[config.mk]
export PLATFORM = sky130hd
export DESIGN_NAME = alu
export DESIGN_NICKNAME = d
export VERILOG_FILES = /design/src/source/cpu_pkg.sv /design/src/source/alu.sv
export SDC_FILE = /design/constraint.sdc
export NUM_CORES = 1
export LEC_CHECK = 0
export BUFFER_PORTS_ARGS = -buffer_cell sky130_fd_sc_hd__buf_4
export CORE_AREA = 2 2 66 68
export DETAILED_ROUTE_END_ITERATION = 7
export DIE_AREA = 0 0 68 70
export PLACE_DENSITY = 0.82
export SLEW_MARGIN = 20
export SYNTH_ARGS = -nofsm -noshare
export SYNTH_HDL_FRONTEND = slang
export SYNTH_SLANG_ARGS = --single-unit
[constraint.sdc]
create_clock -name vclk -period 3.55
set_clock_uncertainty 0.15 [all_clocks]
set_input_delay 0.71 -clock vclk [all_inputs]
set_output_delay 0.71 -clock vclk [all_outputs]
set_load 0.02 [all_outputs]
[src/source/cpu_pkg.sv]
package cpu_pkg;

    // Opcode field, bits 15..11 of every instruction word
    typedef enum logic [4:0] {
        NOP  = 5'b00000,
        SETC = 5'b00001,
        HLT  = 5'b00010,
        NOT  = 5'b00011,
        SUB  = 5'b00101,
        AND  = 5'b00110,
        LDM  = 5'b01110,
        ADD  = 5'b11001
    } opcode_t;

    // Instruction word layout, low five bits unused
    typedef struct packed {
        opcode_t    opcode;
        logic [2:0] rdst;
        logic [2:0] rsrc;
        logic [4:0] unused;
    } instr_t;

    // Result handed from execute to writeback
    typedef struct packed {
        logic        we;
        logic [2:0]  rdst;
        logic [15:0] value;
        logic        carry_we;
        logic        carry;
    } exec_result_t;

    // APB request from the host
    typedef struct packed {
        logic        psel;
        logic        penable;
        logic        pwrite;
        logic [11:0] paddr;
        logic [15:0] pwdata;
    } apb_req_t;

    // APB response back to the host
    typedef struct packed {
        logic        pready;
        logic        pslverr;
        logic [15:0] prdata;
    } apb_rsp_t;

    // Host address map
    localparam logic [11:0] addr_imem_base = 12'h000;
    localparam logic [11:0] addr_ctrl      = 12'h400;
    localparam logic [11:0] addr_reg_base  = 12'h480;
    localparam logic [11:0] addr_status    = 12'h4C0;

endpackage

[src/source/alu.sv]
`timescale 1ns/1ps

module alu (
    input  cpu_pkg::opcode_t op,
    input  logic [15:0]      a,
    input  logic [15:0]      b,
    input  logic             carry_in,
    output logic [15:0]      y,
    output logic             carry_out
);
    import cpu_pkg::*;

    logic [16:0] sum;
    logic [16:0] diff;

    // Bit 16 is the carry, or the borrow for SUB
    assign sum  = {1'b0, a} + {1'b0, b};
    assign diff = {1'b0, a} - {1'b0, b};

    always_comb begin
        y         = '0;
        carry_out = carry_in;
        case (op)
            ADD: begin
                y         = sum[15:0];
                carry_out = sum[16];
            end
            SUB: begin
                y         = diff[15:0];
                carry_out = diff[16];
            end
            AND:  y = a & b;
            // NOT works on the destination register
            NOT:  y = ~a;
            // Immediate arrives on b
            LDM:  y = b;
            SETC: carry_out = 1'b1;
            default: ;
        endcase
    end

    a_y_known: assert final ($isunknown(op) || !$isunknown(y));

endmodule

======== Yosys cells after proc, flatten, opt, wreduce, memory -nomap -nowiden ========
Cells that the tools add are included.
operators by class
  bitwise gates (word level) .............. 2
  add/subtract/negate cells ............... 2
  equal/unequal tests ..................... 6
  mux-type cells .......................... 2
operators with widths
  cell                                                                    number
  16-bit case mux with 5 select lines                                     1
  16-bit by 16-bit adder with 17-bit output                               1
  16-bit by 16-bit subtractor with 17-bit output                          1
  16-bit bitwise AND                                                      1
  16-bit inverter                                                         1
  5-bit by 3-bit equality test with 1-bit output (second input constant)  2
  5-bit by 1-bit equality test with 1-bit output (second input constant)  1
  5-bit by 2-bit equality test with 1-bit output (second input constant)  1
  5-bit by 4-bit equality test with 1-bit output (second input constant)  1
  5-bit equality test (second input constant)                             1
  1-bit case mux with 3 select lines                                      1
word-level totals
  register bits ........................... 0
  logic and storage cells ................. 12
  input port bits ......................... 38

======== Depth between registers and ports, before layout ========
Gate-level depths: netlist (run 1).
  word-level depth ........................ 2
  mapped depth ............................ 10

======== Worst setup path before layout (run 1) ========
Ideal clock, no wire load.
  path type ............................... input port to output port
  start ................................... in a[0]
  end ..................................... out y[14]
  setup slack ............................. -0.119 ns
  buffers on the path ..................... 0
  required time ........................... 2.690 ns
  stages on the path ...................... 10
  arrival time ............................ 2.809 ns
  path through ............................ inv_1 ha_1 inv_1 fa_1 a21o_1 a311o_2 a22oi_4 o31ai_2 o221a_1 o21ai_1
between the ends
  longest elaborated chain between the ends .. 2
  elaborated cells between the ends (all ways) .. 3
  those cells by class .................... add/sub: 2; mux: 1
ends and longest elaborated chain
  item                                                                                                         line                  RTL
  from (decl)                                                                                                  alu.sv:5              input logic [15:0] a,
  16-bit by 16-bit subtractor with 17-bit output or 16-bit by 16-bit adder with 17-bit output (tied branches)  alu.sv:18, alu.sv:17
  16-bit case mux with 5 select lines (*)                                                                      alu.sv:23             case (op)
  to (decl)                                                                                                    alu.sv:8              output logic [15:0] y,
Mark *: on every way between the ends. The rest lies on a longest branch, timed or not.

======== Worst setup path after layout (run 1) ========
Ends and elaborated chain as after synthesis.

==> results.sh, run 1 <==
export IMPL_status="finished, violations left"
export IMPL_worstHoldPathType="primary input to primary output"
export IMPL_io_buffers=55
export IMPL_p_total_mw=0.562
export IMPL_period_share_pct=106
export IMPL_regArea_um2=0
export IMPL_post_route_cell_area_mm2=0.00334
export IMPL_grt_pass1_wl_um=13800
export IMPL_fill_cells=291
export IMPL_crit_path_start_kind="primary input"
export IMPL_cp_cell_sequence="buf_6 > inv_4 > ha_4 > inv_2 > fa_2 > a21o_1 > a311o_2 > a22oi_4 > o31ai_4 > o221a_1 > o21ai_2 > buf_6"
export IMPL_cp_slowest_cell="a311o_2"
export IMPL_drc=0
export IMPL_worstSetupPathType="primary input to primary output"
export IMPL_p_per_area_mw_per_mm2=168
export IMPL_worst_slew_pin_slew_ns=0.545
export IMPL_end_kind="primary output"
export IMPL_cap_violations=0
export IMPL_hold_buffers=0
export IMPL_max_freq_mhz=267
export IMPL_synth_area_mm2=0.00220
export IMPL_cp_arrival_ns=2.89
export IMPL_internal_power_mw=0.266
export IMPL_dpl_cell_area_mm2=0.00308
export IMPL_layout_drive_gt1_share_pct=41.7
export IMPL_synth_cell_types=66
export IMPL_ant_nets=0
export IMPL_ys_seq_area_share_pct=0
export IMPL_grtUsageTotal_pct=36.0
export IMPL_core_area_mm2=0.00414
export IMPL_syn_nets=389
export IMPL_relSlewSlack_pct=63.7
export IMPL_report_final_slew_viol_count=0
export IMPL_yosys_warnings=0
export IMPL_gp_congestion=0.955
export IMPL_cp_slowest_stage_delay_ns=0.41
export IMPL_cp_required_ns=2.69
export IMPL_finalSetupViolCount=10
export IMPL_layout_common_cells="buf_4 (121), nor2_1 (36), ha_1 (28)"
export IMPL_avgSynthCellArea_um2=6.95
export IMPL_rsz0062_at_grt="true"
export IMPL_sequentialPowerShare_pct=0
export IMPL_start_util_pct=53.2
export IMPL_cpLargestDelayFamily="compound AO/OA/AOI/OAI gates"
export IMPL_finalHoldViolCount=0
export IMPL_power_leakage_nw=1.58
export IMPL_grt_max_degree=14
export IMPL_setup_slack_ns=-0.197
export IMPL_firstDrtPassIters=6
export IMPL_viasPerCell=6.70
export IMPL_grt_antenna_before_repair=0
export IMPL_drt_total_wl_um=9090
export IMPL_fin_nets=501
export IMPL_path_max_fanout=3
export IMPL_dieArea_mm2=0.00476
export IMPL_netSwitchingPower_mw=0.296
export IMPL_critPathBufInv=4
export IMPL_die_h_um=70
export IMPL_whs_ns=1.62
export IMPL_grt_pass1_vias=3050
export IMPL_period_minus_slack_ns=3.75
export IMPL_floorplan_io_pins=55
export IMPL_clock_power_share_pct=0
export IMPL_clock_buffers=0
export IMPL_cpMostUsedCell="buf_6"
export IMPL_synthCells=317
export IMPL_sw_frac_of_total_pct=52.7
export IMPL_diodes=0
export IMPL_layout_commonest_cell="buf_4"
export IMPL_dp_hpwl_um=6360
export IMPL_syn2layout_area_growth_pct=51.4
export IMPL_nFlopsAndLatches=0
export IMPL_drt_initial_drc_count=353
export IMPL_violations="setup timing"
export IMPL_ir_drop_uv=79.8
export IMPL_wire_per_inst_um=19.0
export IMPL_combPwrFrac_pct=100.0
export IMPL_die_x_um=68
export IMPL_vias=3211
export IMPL_rows=24
export IMPL_overflow=0
-- per-stage QoR --
step	TNS [ns]	setup WS (ns)	util, %	std cells
6_report	-0.775	-0.197	80.6	479
5_1_grt	-1.45	-0.242	80.6	479
4_1_cts	-0.628	-0.198	78.7	476
3_5_place_dp	-1.91	-0.350	74.3	470
3_3_place_gp	-1.57	-0.302	74.3	470
2_1_floorplan	-0.0424	-0.0424	-	317
-- cells by family after synthesis --
| logic type | Yosys count | share of synthesized area, % |
|---|---|---|
| adders and majority gates | 34 | 20.0 |
| and+or+nand+nor | 92 | 20.3 |
| buffers and inverters | 50 | 10.0 |
| muxes | 1 | 0.454 |
| AOI/OAI and AO/OA | 140 | 49.3 |
-- cells in the mapped netlist (2+ instances only) --
library cell / count / share of area, %
nor2_1: 36 / 6.1
ha_1: 32 / 18
a21oi_1: 30 / 6.8
inv_1: 30 / 5.1
a221oi_1: 17 / 6.8
nand2_1: 17 / 2.9
o21ai_0: 17 / 3.9
buf_2: 9 / 2.0
nor2b_1: 9 / 2.6
clkbuf_1: 7 / 1.2
o221a_2: 7 / 3.6
nand3_1: 6 / 1.4
o211ai_1: 6 / 2.0
o21ai_1: 6 / 1.4
o31ai_1: 6 / 2.0
a21o_1: 5 / 1.7
nand2b_1: 5 / 1.4
a211oi_1: 4 / 1.4
a22oi_1: 3 / 1.0
a31o_2: 3 / 1.2
and3_1: 3 / 0.85
o311ai_0: 3 / 1.2
a211oi_2: 2 / 1.1
a222oi_1: 2 / 0.91
a22o_1: 2 / 0.79
a31oi_1: 2 / 0.57
buf_4: 2 / 0.68
buf_6: 2 / 1.0
fa_1: 2 / 1.8
nand4_1: 2 / 0.57
nor3_1: 2 / 0.45
o211a_1: 2 / 0.91
o21bai_1: 2 / 0.68
o22ai_1: 2 / 0.57
-- timing repair --
item	CTS	global route
pin swaps	23	18
setup endpoints to repair	11	13
buffers inserted	6	5
gates resized for setup	38	16
-- cell type report --
class / instances / area (µm²) / share of cell area (%)
multi-input combinational: 267 / 2150 / 64.4
timing repair buffer: 130 / 1010 / 30.2
tap: 52 / 65.1 / 1.95
inverter: 30 / 115 / 3.45
-- worst paths after layout --
path,from,to,slack [ns],cells after the start
worst max-delay path,a[0],y[14],-0.20,12
worst min-delay path,b[14],y[14],1.62,4
-- routing by layer --
metal  part of all wire [%]  vias up  track usage, %  routed length [µm]
li1                       -     1434               -                   -
met1                     38     1471            44.0                3430
met5                      0        -               0                   0
met4                    6.3        0            12.9                 573
met2                     48      225            62.6                4330
met3                    8.3       81            4.67                 753
-- power by group through the flow --
stage / sequential [mW] / combinational [mW] / clock [mW]
after floorplan: 0 / 0.273 / 0
after global placement: 0 / 0.465 / 0
after detailed placement: 0 / 0.476 / 0
after CTS: 0 / 0.516 / 0
after global routing: 0 / 0.598 / 0
final: 0 / 0.562 / 0
(Power assumes the default switching activity.)
==> run 2, diff against run 1 <==
--- a/config.mk
+++ b/config.mk
@@ -6,10 +6,12 @@
 export NUM_CORES = 1
 export LEC_CHECK = 0
 export BUFFER_PORTS_ARGS = -buffer_cell sky130_fd_sc_hd__buf_4
-export CORE_AREA = 2 2 66 68
+export CELL_PAD_IN_SITES_DETAIL_PLACEMENT = 0
+export CELL_PAD_IN_SITES_GLOBAL_PLACEMENT = 1
+export CORE_AREA = 2 2 78 80
 export DETAILED_ROUTE_END_ITERATION = 7
-export DIE_AREA = 0 0 68 70
-export PLACE_DENSITY = 0.82
+export DIE_AREA = 0 0 80 82
+export PLACE_DENSITY_LB_ADDON = 0.1
 export SLEW_MARGIN = 20
 export SYNTH_ARGS = -nofsm -noshare
 export SYNTH_HDL_FRONTEND = slang
==> run 2 against run 1 <==
Net effect:
- the flow still finishes with violations (setup timing)
- largest cell class unchanged
- non-clock buffer count up 23
- combinational power increased by 12%
- first-iteration DRC count decreased by 59%
- setup slack gained 0.034 ns
- count of clock-buffer cells in the layout unchanged
- core utilization decreased by 14 points
- via count is 4.4% lower
- wire length decreased by 3.8%
- global-route usage is 10 points lower
==> results.sh, run 2 (synthesis results as in run 1) <==
export IMPL_critPathBufInv=4
export IMPL_end_kind="primary output"
export IMPL_fin_tns_setup_ns=-0.627
export IMPL_cp_cell_sequence="buf_8 > inv_6 > ha_4 > inv_2 > fa_2 > a21o_1 > a311o_2 > a22oi_4 > o31ai_4 > o221a_1 > o21ai_2 > buf_6"
export IMPL_report_final_slew_viol_count=0
export IMPL_hold_buffers=0
export IMPL_power_leakage_nw=1.75
export IMPL_multi_input_area_mm2=0.00239
export IMPL_ir_drop_uv=83.0
export IMPL_die_x_um=80
export IMPL_period_share_pct=105
export IMPL_rsz0062_at_grt="true"
export IMPL_grt_max_degree=18
export IMPL_drc=0
export IMPL_viasPerCell=5.85
export IMPL_fill_cells=530
export IMPL_syn2layout_area_growth_pct=73.3
export IMPL_die_h_um=82
export IMPL_p_per_area_mw_per_mm2=164
export IMPL_grtUsageTotal_pct=25.8
export IMPL_worstSetupPathType="primary input to primary output"
export IMPL_grt_pass1_vias=3004
export IMPL_fin_nets=524
export IMPL_setup_slack_ns=-0.163
export IMPL_drt_initial_drc_count=145
export IMPL_io_buffers=55
export IMPL_cp_slowest_stage_delay_ns=0.41
export IMPL_finalHoldViolCount=0
export IMPL_worst_slew_pin_slew_ns=0.555
export IMPL_worstHoldPathType="primary input to primary output"
export IMPL_overflow=0
export IMPL_period_minus_slack_ns=3.71
export IMPL_layout_commonest_cell="buf_4"
export IMPL_cap_violations=0
export IMPL_layout_common_cells="buf_4 (137), nor2_1 (35), inv_1 (27)"
export IMPL_diodes=0
export IMPL_finalSetupViolCount=5
export IMPL_grt_antenna_before_repair=0
export IMPL_cp_arrival_ns=2.85
export IMPL_path_max_fanout=3
export IMPL_cp_required_ns=2.69
export IMPL_cp_slowest_cell="a311o_2"
export IMPL_gp_congestion=0.906
export IMPL_grt_pass1_wl_um=13800
export IMPL_firstDrtPassIters=5
export IMPL_ant_nets=0
export IMPL_rows=28
export IMPL_start_util_pct=38.4
export IMPL_cp_num_cells=12
export IMPL_floorplan_io_pins=55
export IMPL_violations="setup timing"
export IMPL_dp_cells=517
export IMPL_stdcell_count=525
export IMPL_regArea_um2=0
export IMPL_drt_total_wl_um=8740
export IMPL_relSlewSlack_pct=62.7
export IMPL_hold_depth=4
export IMPL_wire_per_inst_um=16.7
export IMPL_status="finished, violations left"
export IMPL_max_freq_mhz=269
export IMPL_vias=3069
export IMPL_clock_buffers=0
export IMPL_layout_drive_gt1_share_pct=51.1
export IMPL_dp_hpwl_um=6650
export IMPL_nFlopsAndLatches=0
export IMPL_crit_path_start_kind="primary input"
export IMPL_dieArea_mm2=0.00656
export IMPL_core_area_mm2=0.00575
export IMPL_cpLargestDelayFamily="compound AO/OA/AOI/OAI gates"
-- run 2: repair_timing --
item / 4_1_cts / 5_1_grt
pin swaps: 21 / 31
setup buffers: 4 / 5
resized for setup: 37 / 64
setup endpoints to repair: 12 / 13
-- run 2: final cells by class --
class	instances	area share [%]
inverters	30	3.14
multi-input cells	267	62.4
well taps	75	2.46
repair buffers	153	32.0
-- run 2: path summary, 6_finish.rpt --
path	startpoint	endpoint	slack (ns)
worst max-delay path	a[0]	y[14]	-0.16
worst min-delay path	b[14]	y[14]	1.61
-- run 2: metal layers --
layer | vias up | track usage (%) | share of wire, %
met5 | - | 0 | 0
li1 | 1483 | - | -
met3 | 11 | 1.76 | 4.3
met1 | 1486 | 32.7 | 43
met2 | 89 | 47.7 | 52
met4 | 0 | 5.93 | 1.1
-- run 2: metrics by stage --
step           instance area [µm²]  setup WS (ns)  util (%)  hold WS, ns  total power, mW
6_report                      3820         -0.163      66.5         1.61            0.628
3_5_place_dp                  3290         -0.360      57.3         1.62            0.503
2_1_floorplan                 2210        -0.0424         -         1.44            0.273
3_3_place_gp                  3290         -0.326      57.3         1.63            0.496
5_1_grt                       3820         -0.265      66.5         1.63            0.680
4_1_cts                       3440         -0.183      59.9         1.61            0.537
-- run 2: worst min-delay path: stages --
cell and delay [ns]:
buf_4 0.09, a221oi_1 0.07, o21ai_2 0.06, buf_6 0.11
-- run 2: where the power goes --
part           total, mW  switching [mW]  internal [mW]
registers              0               0              0
clock network          0               0              0
logic              0.628           0.316          0.312
total              0.628           0.316          0.312
==> run 3, diff against run 2 <==
--- a/config.mk
+++ b/config.mk
@@ -8,9 +8,9 @@
 export BUFFER_PORTS_ARGS = -buffer_cell sky130_fd_sc_hd__buf_4
 export CELL_PAD_IN_SITES_DETAIL_PLACEMENT = 0
 export CELL_PAD_IN_SITES_GLOBAL_PLACEMENT = 1
-export CORE_AREA = 2 2 78 80
+export CORE_AREA = 2 2 56 110
 export DETAILED_ROUTE_END_ITERATION = 7
-export DIE_AREA = 0 0 80 82
+export DIE_AREA = 0 0 58 112
 export PLACE_DENSITY_LB_ADDON = 0.1
 export SLEW_MARGIN = 20
 export SYNTH_ARGS = -nofsm -noshare
==> run 3 against run 2 <==
Net effect:
- the run still ends with setup timing left
- total power is 13% lower
- worst hold slack improved by 0.019 ns
- wire length shrank 3.2%
- maximum frequency down 0.19%
- via count shrank 5.5%
- cell count down 6.7%
- sequential cell count is the same
- critical path type unchanged
==> results.sh, run 3 (synthesis results as in run 1) <==
export IMPL_finalHoldViolCount=0
export IMPL_whs_ns=1.63
export IMPL_dp_hpwl_um=6800
export IMPL_p_per_area_mw_per_mm2=162
export IMPL_layout_drive_gt1_share_pct=43.4
export IMPL_critPathCapture="y[14]"
export IMPL_multi_input_area_mm2=0.00218
export IMPL_cap_violations=0
export IMPL_report_final_slew_viol_count=0
export IMPL_firstDrtPassIters=5
export IMPL_vias=2900
export IMPL_grt_pass1_vias=3003
export IMPL_die_h_um=112
export IMPL_syn2layout_area_growth_pct=53.8
export IMPL_grt_max_degree=16
export IMPL_viasPerCell=5.92
export IMPL_period_share_pct=105
export IMPL_stdcell_count=490
export IMPL_die_x_um=58
export IMPL_core_area_mm2=0.00566
export IMPL_wire_per_inst_um=17.3
export IMPL_crit_path_start_kind="primary input"
export IMPL_max_freq_mhz=269
export IMPL_fill_cells=552
export IMPL_drt_initial_drc_count=134
export IMPL_dieArea_mm2=0.00650
export IMPL_cp_required_ns=2.69
export IMPL_startpoint="a[0]"
export IMPL_relSlewSlack_pct=70.5
export IMPL_grt_antenna_before_repair=0
export IMPL_rows=39
export IMPL_worst_slew_pin_slew_ns=0.440
export IMPL_path_max_fanout=3
export IMPL_diodes=0
export IMPL_period_minus_slack_ns=3.72
export IMPL_setup_slack_ns=-0.170
export IMPL_ir_drop_uv=100
export IMPL_p_total_mw=0.550
export IMPL_rsz0062_at_grt="true"
export IMPL_grt_pass1_wl_um=13900
export IMPL_start_util_pct=38.9
export IMPL_end_kind="primary output"
export IMPL_ant_nets=0
export IMPL_regArea_um2=0
export IMPL_finalSetupViolCount=8
export IMPL_dp_cells=485
export IMPL_power_leakage_nw=1.60
export IMPL_cp_arrival_ns=2.86
export IMPL_fin_nets=503
export IMPL_worstHoldPathType="primary input to primary output"
export IMPL_layout_common_cells="buf_4 (126), nor2_1 (35), inv_1 (28), a21oi_1 (28), ha_1 (28)"
export IMPL_violations="setup timing"
export IMPL_worstSetupPathType="primary input to primary output"
export IMPL_io_buffers=55
export IMPL_gp_congestion=0.947
export IMPL_nFlopsAndLatches=0
export IMPL_clock_buffers=0
export IMPL_drt_total_wl_um=8460
export IMPL_layout_commonest_cell="buf_4"
export IMPL_overflow=0
export IMPL_grtUsageTotal_pct=26.2
export IMPL_hold_buffers=0
export IMPL_drc=0
export IMPL_status="finished, violations left"
export IMPL_floorplan_io_pins=55
==> run 3: cell count changes in the layout (fill, tap and decap cells not counted), moves of 3 or more <==
| cell | delta |
|---|---|
| a21oi_1 | +3 |
| buf_4 | -11 |
| buf_6 | -9 |
| ha_1 | +4 |
| ha_4 | -4 |
| o21ai_1 | +5 |
| o21ai_2 | -7 |
==> run 3: worst min-delay path by stage <==
stage / from / endpoint / slack [ns] / cells after the start
2_1_floorplan: b[14] / y[14] / 1.44 / 2
3_3_place_gp: b[14] / y[14] / 1.63 / 4
3_5_place_dp: b[9] / y[9] / 1.64 / 4
4_1_cts: b[14] / y[14] / 1.63 / 4
5_1_grt: b[14] / y[14] / 1.65 / 4
6_report: b[14] / y[14] / 1.63 / 4
==> run 3: power breakdown <==
part / switching (mW) / leakage, nW / total, mW / internal (mW)
combinational: 0.283 / 1.60 / 0.550 / 0.267
clock: 0 / 0 / 0 / 0
sequential: 0 / 0 / 0 / 0
total: 0.283 / 1.60 / 0.550 / 0.267
==> run 3: worst max-delay path: stages <==
cell     delay [ns]
buf_8          0.10
inv_4          0.05
ha_4           0.13
inv_2          0.03
fa_2           0.33
a21o_1         0.17
a311o_2        0.40
a22oi_4        0.25
o31ai_4        0.09
o221a_1        0.28
o21ai_2        0.16
buf_6          0.13
==> run 3: area by class of cell <==
| cell class | instances | area share [%] |
|---|---|---|
| Inverter | 30 | 3.39 |
| Multi-Input combinational cell | 267 | 64.4 |
| Tap cell | 61 | 2.25 |
| Timing Repair Buffer | 132 | 30.0 |
==> run 3: metrics by stage <==
step	area, µm²	setup slack [ns]	utilization, %	TNS [ns]
2_1_floorplan	2210	-0.0424	-	-0.0424
3_3_place_gp	3140	-0.354	55.5	-2.13
3_5_place_dp	3140	-0.391	55.5	-2.17
4_1_cts	3320	-0.206	58.7	-0.870
5_1_grt	3390	-0.222	59.9	-1.34
6_report	3390	-0.170	59.9	-0.571
==> run 3: metal layers <==
| layer | vias up | wire length, µm | global-route usage, % |
|---|---|---|---|
| met5 | - | 0 | 0 |
| met4 | 0 | 94 | 5.89 |
| met3 | 8 | 198 | 0.581 |
| met2 | 58 | 5020 | 52.8 |
| met1 | 1400 | 3150 | 28.5 |
| li1 | 1434 | - | - |
==> run 3: what timing repair did <==
action | in CTS | in global routing
gates resized for setup | 38 | 16
setup endpoints to repair | 12 | 12
buffers inserted | 4 | 2
cloned | 0 | 0
pin swaps | 23 | 20
